## src/hw/cpuDefsPkg.sv

```systemverilog
//==========================================================
// core types for the 6502 subset. Status keeps N V Z C only
// and there is no decimal mode.
//==========================================================
package cpuDefsPkg;

  // aaa-bbb-cc split used by the 6502 group decode
  typedef struct packed {
    logic [2:0] aaa;
    logic [2:0] bbb;
    logic [1:0] cc;
  } opcodeFields;

  typedef union packed {
    logic [7:0]  raw;
    opcodeFields field;
  } opcodeWord;

  typedef enum logic [3:0] {
    aluOr, aluAnd, aluEor, aluAdd, aluSub,
    aluCmp, aluInc, aluDec, aluPass
  } aluOp;

  typedef enum logic [1:0] {regA, regX, regY, regNone} regSel;

  typedef enum logic [2:0] {
    modeImplied, modeImmediate, modeZeroPage, modeAbsolute, modeRelative
  } addrMode;

  typedef enum logic [2:0] {
    kindAlu, kindLoad, kindStore, kindTransfer,
    kindFlagOp, kindJump, kindBranch, kindNop
  } instrKind;

  // flag tested by a conditional branch
  typedef enum logic {flagZ, flagC} branchSel;

  typedef struct packed {
    instrKind kind;
    addrMode  mode;
    aluOp     op;
    regSel    srcReg;
    regSel    dstReg;
    logic     setCarry;
    branchSel branchFlag;
    logic     branchWhen;
  } decodedInstr;

  typedef struct packed {
    logic n;
    logic v;
    logic z;
    logic c;
  } statusFlags;

  typedef struct packed {
    logic [7:0] a;
    logic [7:0] x;
    logic [7:0] y;
    statusFlags flags;
  } regView;

  typedef struct packed {
    logic [7:0] value;
    logic       carry;
    logic       overflow;
  } aluResult;

  // regNone reads as zero
  function automatic logic [7:0] selectReg(regView regs, regSel sel);
    case (sel)
      regA:    return regs.a;
      regX:    return regs.x;
      regY:    return regs.y;
      default: return 8'h00;
    endcase
  endfunction

endpackage

```

## src/hw/busPkg.sv

```systemverilog
//==========================================================
// one request per cycle to an asynchronous memory
//==========================================================
package busPkg;

  // read when write is low, data is expected in the same cycle
  typedef struct packed {
    logic [15:0] address;
    logic [7:0]  writeData;
    logic        write;
  } memRequest;

endpackage

```

## src/hw/instrDecode.sv

```systemverilog
//==========================================================
// combinational opcode decode. Opcodes outside the subset
// decode to a one-byte NOP.
//==========================================================
module instrDecode (
  input  cpuDefsPkg::opcodeWord   opcode,
  output cpuDefsPkg::decodedInstr decoded
);
  import cpuDefsPkg::*;

  // group one addressing modes in bbb
  localparam logic [2:0] bbbZeroPage  = 3'b001;
  localparam logic [2:0] bbbImmediate = 3'b010;

  aluOp groupOp;

  function automatic decodedInstr makeInstr(instrKind kind, addrMode mode, aluOp op,
                                            regSel src, regSel dst);
    decodedInstr d;
    d.kind       = kind;
    d.mode       = mode;
    d.op         = op;
    d.srcReg     = src;
    d.dstReg     = dst;
    d.setCarry   = 1'b0;
    d.branchFlag = flagZ;
    d.branchWhen = 1'b0;
    return d;
  endfunction

  function automatic decodedInstr makeBranch(branchSel flag, logic when);
    decodedInstr d;
    d            = makeInstr(kindBranch, modeRelative, aluPass, regNone, regNone);
    d.branchFlag = flag;
    d.branchWhen = when;
    return d;
  endfunction

  always_comb begin
    decoded = makeInstr(kindNop, modeImplied, aluPass, regNone, regNone);
    groupOp = aluPass;

    if (opcode.field.cc == 2'b01) begin
      // aaa picks the operation
      case (opcode.field.aaa)
        3'b000:  groupOp = aluOr;
        3'b001:  groupOp = aluAnd;
        3'b010:  groupOp = aluEor;
        3'b011:  groupOp = aluAdd;
        3'b110:  groupOp = aluCmp;
        3'b111:  groupOp = aluSub;
        default: groupOp = aluPass;
      endcase

      if (opcode.field.bbb == bbbImmediate) begin
        case (opcode.field.aaa)
          // no STA immediate
          3'b100:  ;
          3'b101:  decoded = makeInstr(kindLoad, modeImmediate, aluPass, regNone, regA);
          3'b110:  decoded = makeInstr(kindAlu, modeImmediate, aluCmp, regA, regNone);
          default: decoded = makeInstr(kindAlu, modeImmediate, groupOp, regA, regA);
        endcase
      end else if (opcode.field.bbb == bbbZeroPage) begin
        // only STA and LDA keep zero page
        if (opcode.field.aaa == 3'b100) begin
          decoded = makeInstr(kindStore, modeZeroPage, aluPass, regA, regNone);
        end else if (opcode.field.aaa == 3'b101) begin
          decoded = makeInstr(kindLoad, modeZeroPage, aluPass, regNone, regA);
        end
      end
    end else begin
      case (opcode.raw)
        8'hA2: decoded = makeInstr(kindLoad, modeImmediate, aluPass, regNone, regX);
        8'hA0: decoded = makeInstr(kindLoad, modeImmediate, aluPass, regNone, regY);
        8'h86: decoded = makeInstr(kindStore, modeZeroPage, aluPass, regX, regNone);
        8'h84: decoded = makeInstr(kindStore, modeZeroPage, aluPass, regY, regNone);
        8'hAA: decoded = makeInstr(kindTransfer, modeImplied, aluPass, regA, regX);
        8'hA8: decoded = makeInstr(kindTransfer, modeImplied, aluPass, regA, regY);
        8'h8A: decoded = makeInstr(kindTransfer, modeImplied, aluPass, regX, regA);
        8'h98: decoded = makeInstr(kindTransfer, modeImplied, aluPass, regY, regA);
        8'hE8: decoded = makeInstr(kindAlu, modeImplied, aluInc, regX, regX);
        8'hC8: decoded = makeInstr(kindAlu, modeImplied, aluInc, regY, regY);
        8'hCA: decoded = makeInstr(kindAlu, modeImplied, aluDec, regX, regX);
        8'h88: decoded = makeInstr(kindAlu, modeImplied, aluDec, regY, regY);
        8'h18: decoded = makeInstr(kindFlagOp, modeImplied, aluPass, regNone, regNone);
        8'h38: begin
          decoded          = makeInstr(kindFlagOp, modeImplied, aluPass, regNone, regNone);
          decoded.setCarry = 1'b1;
        end
        8'h4C: decoded = makeInstr(kindJump, modeAbsolute, aluPass, regNone, regNone);
        8'hF0: decoded = makeBranch(flagZ, 1'b1);
        8'hD0: decoded = makeBranch(flagZ, 1'b0);
        8'hB0: decoded = makeBranch(flagC, 1'b1);
        8'h90: decoded = makeBranch(flagC, 1'b0);
        // EA and the rest stay NOP
        default: ;
      endcase
    end
  end

endmodule

```

## src/hw/aluExecute.sv

```systemverilog
//==========================================================
// binary 8-bit ALU. Subtract uses carry as inverted borrow
// and there is no decimal adjust.
//==========================================================
module aluExecute (
  input  cpuDefsPkg::aluOp     op,
  input  logic [7:0]           a,
  input  logic [7:0]           b,
  input  logic                 carryIn,
  output cpuDefsPkg::aluResult result
);
  import cpuDefsPkg::*;

  logic       subtract;
  logic [7:0] addend;
  logic       carryUsed;
  logic [8:0] sum;

  // subtract is a plus not b plus carry
  assign subtract  = (op == aluSub) || (op == aluCmp);
  assign addend    = subtract ? ~b : b;

  // compare never borrows in
  assign carryUsed = (op == aluCmp) ? 1'b1 : carryIn;
  assign sum       = {1'b0, a} + {1'b0, addend} + {8'h00, carryUsed};

  always_comb begin
    result.value = sum[7:0];
    result.carry = sum[8];
    // signed overflow when both inputs agree in sign and the sum does not
    result.overflow = (a[7] == addend[7]) && (sum[7] != a[7]);

    case (op)
      aluOr:   result.value = a | b;
      aluAnd:  result.value = a & b;
      aluEor:  result.value = a ^ b;
      aluInc:  result.value = a + 8'd1;
      aluDec:  result.value = a - 8'd1;
      aluPass: result.value = a;
      // add, subtract and compare take the adder
      default: ;
    endcase
  end

endmodule

```

## src/hw/resultWriteback.sv

```systemverilog
//==========================================================
// A X Y and NVZC. Loads once per commit at the edge that
// ends the commit cycle.
//==========================================================
module resultWriteback (
  input  logic                    phi0,
  input  logic                    reset,
  input  logic                    commit,
  input  cpuDefsPkg::decodedInstr decoded,
  input  cpuDefsPkg::aluResult    alu,
  input  logic [7:0]              operand,
  output cpuDefsPkg::regView      regs
);
  import cpuDefsPkg::*;

  logic [7:0] value;
  logic       writesValue;
  logic       arith;
  regView     nextRegs;

  // loads take the data byte, everything else the ALU
  assign value = (decoded.kind == kindLoad) ? operand : alu.value;

  assign writesValue = (decoded.kind == kindLoad) ||
                       (decoded.kind == kindTransfer) ||
                       (decoded.kind == kindAlu);

  assign arith = (decoded.kind == kindAlu) &&
                 ((decoded.op == aluAdd) || (decoded.op == aluSub) || (decoded.op == aluCmp));

  always_comb begin
    nextRegs = regs;

    if (writesValue) begin
      nextRegs.flags.n = value[7];
      nextRegs.flags.z = (value == 8'h00);
      // CMP has no destination
      case (decoded.dstReg)
        regA:    nextRegs.a = value;
        regX:    nextRegs.x = value;
        regY:    nextRegs.y = value;
        default: ;
      endcase
    end

    if (arith) begin
      nextRegs.flags.c = alu.carry;
      // V only from ADC and SBC
      if (decoded.op != aluCmp) begin
        nextRegs.flags.v = alu.overflow;
      end
    end

    if (decoded.kind == kindFlagOp) begin
      nextRegs.flags.c = decoded.setCarry;
    end
  end

  always_ff @(posedge phi0) begin
    if (reset) begin
      regs <= '0;
    end else if (commit) begin
      regs <= nextRegs;
    end
  end

endmodule

```

## src/hw/cycleSequencer.sv

```systemverilog
//==========================================================
// T-state sequencer. Read data must settle in the cycle of
// its address. RDY stalls read cycles only.
//==========================================================
module cycleSequencer #(
  parameter logic [15:0] RESET_VECTOR = 16'hFFFC
) (
  input  logic                    phi0,
  input  logic                    reset,
  input  logic                    RDY,
  input  logic [7:0]              readData,
  input  cpuDefsPkg::decodedInstr decoded,
  input  cpuDefsPkg::statusFlags  flags,
  input  cpuDefsPkg::regView      regs,
  output busPkg::memRequest       bus,
  output logic                    SYNC,
  output cpuDefsPkg::opcodeWord   opcode,
  output logic [7:0]              operand,
  output logic                    commit
);
  import cpuDefsPkg::*;

  typedef enum logic [2:0] {stVecLo, stVecHi, stFetch, stT1, stT2} tState;

  tState       state;
  logic [15:0] pc;
  // zero page address or branch offset
  logic [7:0]  operandReg;
  // vector or JMP target low byte
  logic [7:0]  addrLow;
  logic        zpAccess;
  logic        branchTaken;
  logic        threeCycle;
  logic        advance;
  logic        lastCycle;

  assign zpAccess = (decoded.kind == kindStore) ||
                    ((decoded.kind == kindLoad) && (decoded.mode == modeZeroPage));

  assign branchTaken = (decoded.kind == kindBranch) &&
                       (((decoded.branchFlag == flagC) ? flags.c : flags.z) ==
                        decoded.branchWhen);

  assign threeCycle = zpAccess || (decoded.kind == kindJump) || branchTaken;

  always_comb begin
    bus.write     = (state == stT2) && (decoded.kind == kindStore);
    bus.writeData = selectReg(regs, decoded.srcReg);
    case (state)
      stVecLo: bus.address = RESET_VECTOR;
      stVecHi: bus.address = RESET_VECTOR + 16'd1;
      stT2:    bus.address = zpAccess ? {8'h00, operandReg} : pc;
      default: bus.address = pc;
    endcase
  end

  // write cycles complete whatever RDY does
  assign advance   = RDY || bus.write;
  assign lastCycle = (state == stT2) || ((state == stT1) && !threeCycle);
  assign commit    = lastCycle && advance;
  assign SYNC      = (state == stFetch);

  // immediate byte or loaded data, both on the bus in the commit cycle
  assign operand = readData;

  always_ff @(posedge phi0) begin
    if (reset) begin
      state <= stVecLo;
    end else if (advance) begin
      case (state)
        stVecLo: begin
          addrLow <= readData;
          state   <= stVecHi;
        end
        stVecHi: begin
          pc    <= {readData, addrLow};
          state <= stFetch;
        end
        stFetch: begin
          opcode.raw <= readData;
          pc         <= pc + 16'd1;
          state      <= stT1;
        end
        stT1: begin
          operandReg <= readData;
          if (decoded.kind == kindJump) begin
            addrLow <= readData;
          end
          // implied ops do a dummy read and keep pc
          if (decoded.mode != modeImplied) begin
            pc <= pc + 16'd1;
          end
          state <= threeCycle ? stT2 : stFetch;
        end
        stT2: begin
          if (decoded.kind == kindJump) begin
            pc <= {readData, addrLow};
          end else if (decoded.kind == kindBranch) begin
            pc <= pc + {{8{operandReg[7]}}, operandReg};
          end
          state <= stFetch;
        end
        default: state <= stFetch;
      endcase
    end
  end

endmodule

```

## src/hw/core6502.sv

```systemverilog
//==========================================================
// 6502 subset core on one rising-edge clock. No interrupts,
// stack or decimal mode.
//==========================================================
module core6502 #(
  parameter logic [15:0] RESET_VECTOR = 16'hFFFC
) (
  input  logic               phi0,
  input  logic               reset,
  input  logic               RDY,
  input  logic [7:0]         readData,
  output busPkg::memRequest  bus,
  output logic               SYNC,
  output cpuDefsPkg::regView regs
);
  import cpuDefsPkg::*;

  opcodeWord   opcode;
  decodedInstr decoded;
  aluResult    aluOut;
  logic [7:0]  operand;
  logic [7:0]  aluA;
  logic        commit;

  // execute stage reads the source register
  assign aluA = selectReg(regs, decoded.srcReg);

  cycleSequencer #(
    .RESET_VECTOR(RESET_VECTOR)
  ) sequencer (
    .phi0     (phi0),
    .reset    (reset),
    .RDY      (RDY),
    .readData (readData),
    .decoded  (decoded),
    .flags    (regs.flags),
    .regs     (regs),
    .bus      (bus),
    .SYNC     (SYNC),
    .opcode   (opcode),
    .operand  (operand),
    .commit   (commit)
  );

  instrDecode decoder (
    .opcode  (opcode),
    .decoded (decoded)
  );

  aluExecute execute (
    .op      (decoded.op),
    .a       (aluA),
    .b       (operand),
    .carryIn (regs.flags.c),
    .result  (aluOut)
  );

  resultWriteback writeback (
    .phi0    (phi0),
    .reset   (reset),
    .commit  (commit),
    .decoded (decoded),
    .alu     (aluOut),
    .operand (operand),
    .regs    (regs)
  );

endmodule

```

## config.mk

```make
export PLATFORM = sky130hd
export DESIGN_NAME = core6502
export DESIGN_NICKNAME = d
export VERILOG_FILES = /design/src/hw/cpuDefsPkg.sv /design/src/hw/busPkg.sv /design/src/hw/instrDecode.sv /design/src/hw/aluExecute.sv /design/src/hw/resultWriteback.sv /design/src/hw/cycleSequencer.sv /design/src/hw/core6502.sv
export SDC_FILE = /design/constraint.sdc
export NUM_CORES = 1
export LEC_CHECK = 0
export BUFFER_PORTS_ARGS = -buffer_cell sky130_fd_sc_hd__buf_2
export CAP_MARGIN = 20
export CORE_AREA = 5 5 107 109
export DETAILED_ROUTE_END_ITERATION = 8
export DIE_AREA = 0 0 112 114
export HOLD_SLACK_MARGIN = 0.1
export PLACE_DENSITY = 0.8
export SYNTH_ARGS = -nofsm -noshare
export SYNTH_HDL_FRONTEND = slang
export SYNTH_SLANG_ARGS = --single-unit
```

## constraint.sdc

```tcl
create_clock -name phi0 -period 12.6 [get_ports phi0]
set_clock_uncertainty 0.05 [all_clocks]
set_input_delay 0.63 -clock phi0 [delete_from_list [all_inputs] [get_ports phi0]]
set_output_delay 0.63 -clock phi0 [all_outputs]
set_load 0.01 [all_outputs]
```

==> impl_metrics.json <==
{
  "status": "finished clean",
  "core_um2": 10500,
  "post-route-period-util_pct": 47.5,
  "fillers": 900,
  "drive_above_1_share_pct": 13.6,
  "min_from": "writeback.regs[3]",
  "netlist_area_um2": 6110,
  "p_per_area_nw_per_um2": 73.2,
  "synth_seq_cells": 71,
  "synth_top_area_share_pct": 19.7,
  "wl_per_cell_um": 19.5,
  "dieArea_um2": 12800,
  "synth-edff-count": 40,
  "fin_ws_ns": 6.61,
  "finalSetupViolations": 0,
  "drv_cap": 0,
  "relSlewSlack_pct": 30.4,
  "synth_cells": 726,
  "r2r_cells": 17,
  "synth_area_leaders": "edfxtp_1 20%, dfxtp_1 10%, ha_1 9.2%",
  "place_worst_setup_slack_ns": 6.64,
  "wl_um": 17900,
  "cts_max_path_buffers": 2,
  "firstDrtPassIters": 6,
  "worst_pin_slew_ns": 1.04,
  "die_h_um": 114,
  "finalPower_uw": 491,
  "fin_area_um2": 6700,
  "row_count": 38,
  "ys_seq_area_share_pct": 29.8,
  "grt_max_degree": 34,
  "worst-r2r-setup-slack_ns": 6.61,
  "drcViolationCount": 0,
  "placed_area_um2": 6510,
  "io_pins": 65,
  "synthArstFlopShare_pct": 0,
  "clock_sinks": 71,
  "required_ns": 12.76,
  "grt_first_pass_wirelength_um": 28500,
  "path_clk_slew_ns": 0.08,
  "clkLatencyLatePin_ns": 0.35,
  "ant_nets": 0,
  "htreeDepth": 3,
  "holdPathEnd": "writeback.regs[3]",
  "peakVddDrop_v": 0.0000609,
  "slew_viol_final": 0,
  "syn_avg_cell_area_um2": 8.41,
  "worstPathArrival_ns": 6.15,
  "critPathKind": "reg2reg",
  "cts-root-buf": "clkbuf_8",
  "num_vias": 5945,
  "ys.flop_type": "edfxtp_1",
  "synthesis.nets": 786,
  "cp-start-kind": "flip-flop",
  "hpwlAfterDp_um": 13300,
  "p_leak_nw": 2.89,
  "yosys_warnings": 0,
  "synthDistinctLibCells": 74,
  "fmaxAchievable_ghz": 0.167,
  "cts_made_buffers": 9,
  "overflow": 0,
  "nets": 834,
  "end_kind": "flip-flop",
  "fin_cells": 919,
  "reg2reg_from": "sequencer.opcode[5]",
  "grt_use_total_pct": 27.7,
  "drtIter0Drc": 645,
  "finalHoldViolCount": 0,
  "path_max_fanout": 22,
  "port_buffers": 64,
  "min_period_ns": 5.99,
  "final_cell_mix": "89 x nand2_1, 82 x nor2_1, 65 x buf_2",
  "rsz0062_at_grt": "false",
  "viasPerCell": 6.47,
  "placedCellCount": 901,
  "cts_resized": 0,
  "antenna_cells": 0,
  "mostFrequentLayoutCell": "nand2_1",
  "utilization_pct": 63.8,
  "hold_slack_ns": 0.463,
  "die_x_um": 112,
  "gp_congestion": 0.963,
  "hold_class": "reg2reg",
  "cts-hold-fix-buffers": 0,
  "holdPathStages": 2,
  "initial_core_util_pct": 58.1,
  "synth_top_cell_by_area": "edfxtp_1",
  "antenna_found_initial": 0,
  "cts_tree": "done",
  "cts_setup_buffers": 0,
  "syn2layout_area_growth_pct": 9.77,
  "grt_pass1_vias": 5586,
  "fin_tns_setup_ns": 0,
  "rr_endpoint": "writeback.regs[19]"
}
-- cell families (layout without fill, tap and decap cells) --
family	after synthesis	count (layout)	synth area share (%)
AOI/OAI and AO/OA	161	161	18.5
muxes	41	41	6.72
adders and majority gates	49	49	10.5
xor gates and xnor gates	44	44	6.31
DFF	71	71	29.8
buffers and inverters	62	115	3.89
and+or+nand+nor	298	298	24.2
-- worst max path at each step --
stage | slack (ns) | startpoint | end | depth (start not counted)
after global placement | 6.85 | sequencer.opcode[5] | writeback.regs[11] | 17
after detailed placement | 6.64 | sequencer.opcode[5] | writeback.regs[27] | 17
after floorplan | 7.35 | sequencer.opcode[4] | writeback.regs[11] | 18
final | 6.61 | sequencer.opcode[5] | writeback.regs[19] | 17
after CTS | 6.62 | sequencer.opcode[5] | writeback.regs[27] | 17
after global routing | 6.11 | sequencer.opcode[5] | writeback.regs[19] | 17
-- worst max-delay path: stages (launching register included) --
cell and delay [ns]:
edfxtp_1 0.66, or4b_4 0.63, or4_4 0.52, a311o_4 0.45, and2_1 0.23, a222oi_1 0.84, inv_1 0.23, ha_1 0.35
nor2b_1 0.12, o21ai_0 0.15, nand2b_1 0.12, a311oi_1 0.38, o21ai_0 0.24, xor2_1 0.18, a211oi_1 0.30, o22ai_2 0.16
mux2i_1 0.17, nor2_1 0.06
-- registers in the layout (all words and copies together), names as in the netlist --
signal                cells
sequencer.addrLow         8
sequencer.opcode          8
sequencer.operandReg      8
sequencer.pc             16
sequencer.state           3
writeback.regs           28
-- synth_stat cells (8+ instances only) --
cell type / n
a21o_1: 12
a21oi_1: 30
and2_1: 8
clkbuf_1: 29
dfxtp_1: 31
edfxtp_1: 40
ha_1: 45
inv_1: 29
mux2i_1: 41
nand2_1: 89
nand2b_1: 11
nand3_1: 23
nor2_1: 82
nor2b_1: 12
nor3_1: 17
o21ai_0: 34
o221ai_1: 12
o22ai_1: 9
or2_2: 8
xnor2_1: 27
xor2_1: 17
-- per-layer routing --
| metal | part of all wire (%) | GRT usage (%) | wire length, µm | vias to the layer above |
|---|---|---|---|---|
| li1 | - | - | - | 2753 |
| met1 | 42 | 37.8 | 7570 | 2819 |
| met2 | 46 | 44.0 | 8200 | 326 |
| met3 | 8.9 | 4.72 | 1600 | 47 |
| met4 | 2.9 | 10.9 | 514 | 0 |
| met5 | 0 | 0 | 0 | - |
-- where the power goes --
| part | total (mW) | internal [mW] | switching [mW] |
|---|---|---|---|
| Sequential | 0.255 | 0.250 | 0.00520 |
| Clock | 0.180 | 0.0913 | 0.0892 |
| Combinational | 0.0555 | 0.0214 | 0.0341 |
| Total | 0.491 | 0.362 | 0.128 |
-- area by class of cell --
type / instances / area [µm²] / share of cell area, %
multi-input cells: 593 / 4050 / 60.5
flip-flops and latches: 71 / 1820 / 27.2
repair buffers: 70 / 363 / 5.41
well taps: 140 / 175 / 2.61
clock buffers: 12 / 135 / 2.02
inverters: 29 / 109 / 1.62
clock inverters: 4 / 47.5 / 0.709
(Power assumes the default switching activity.)
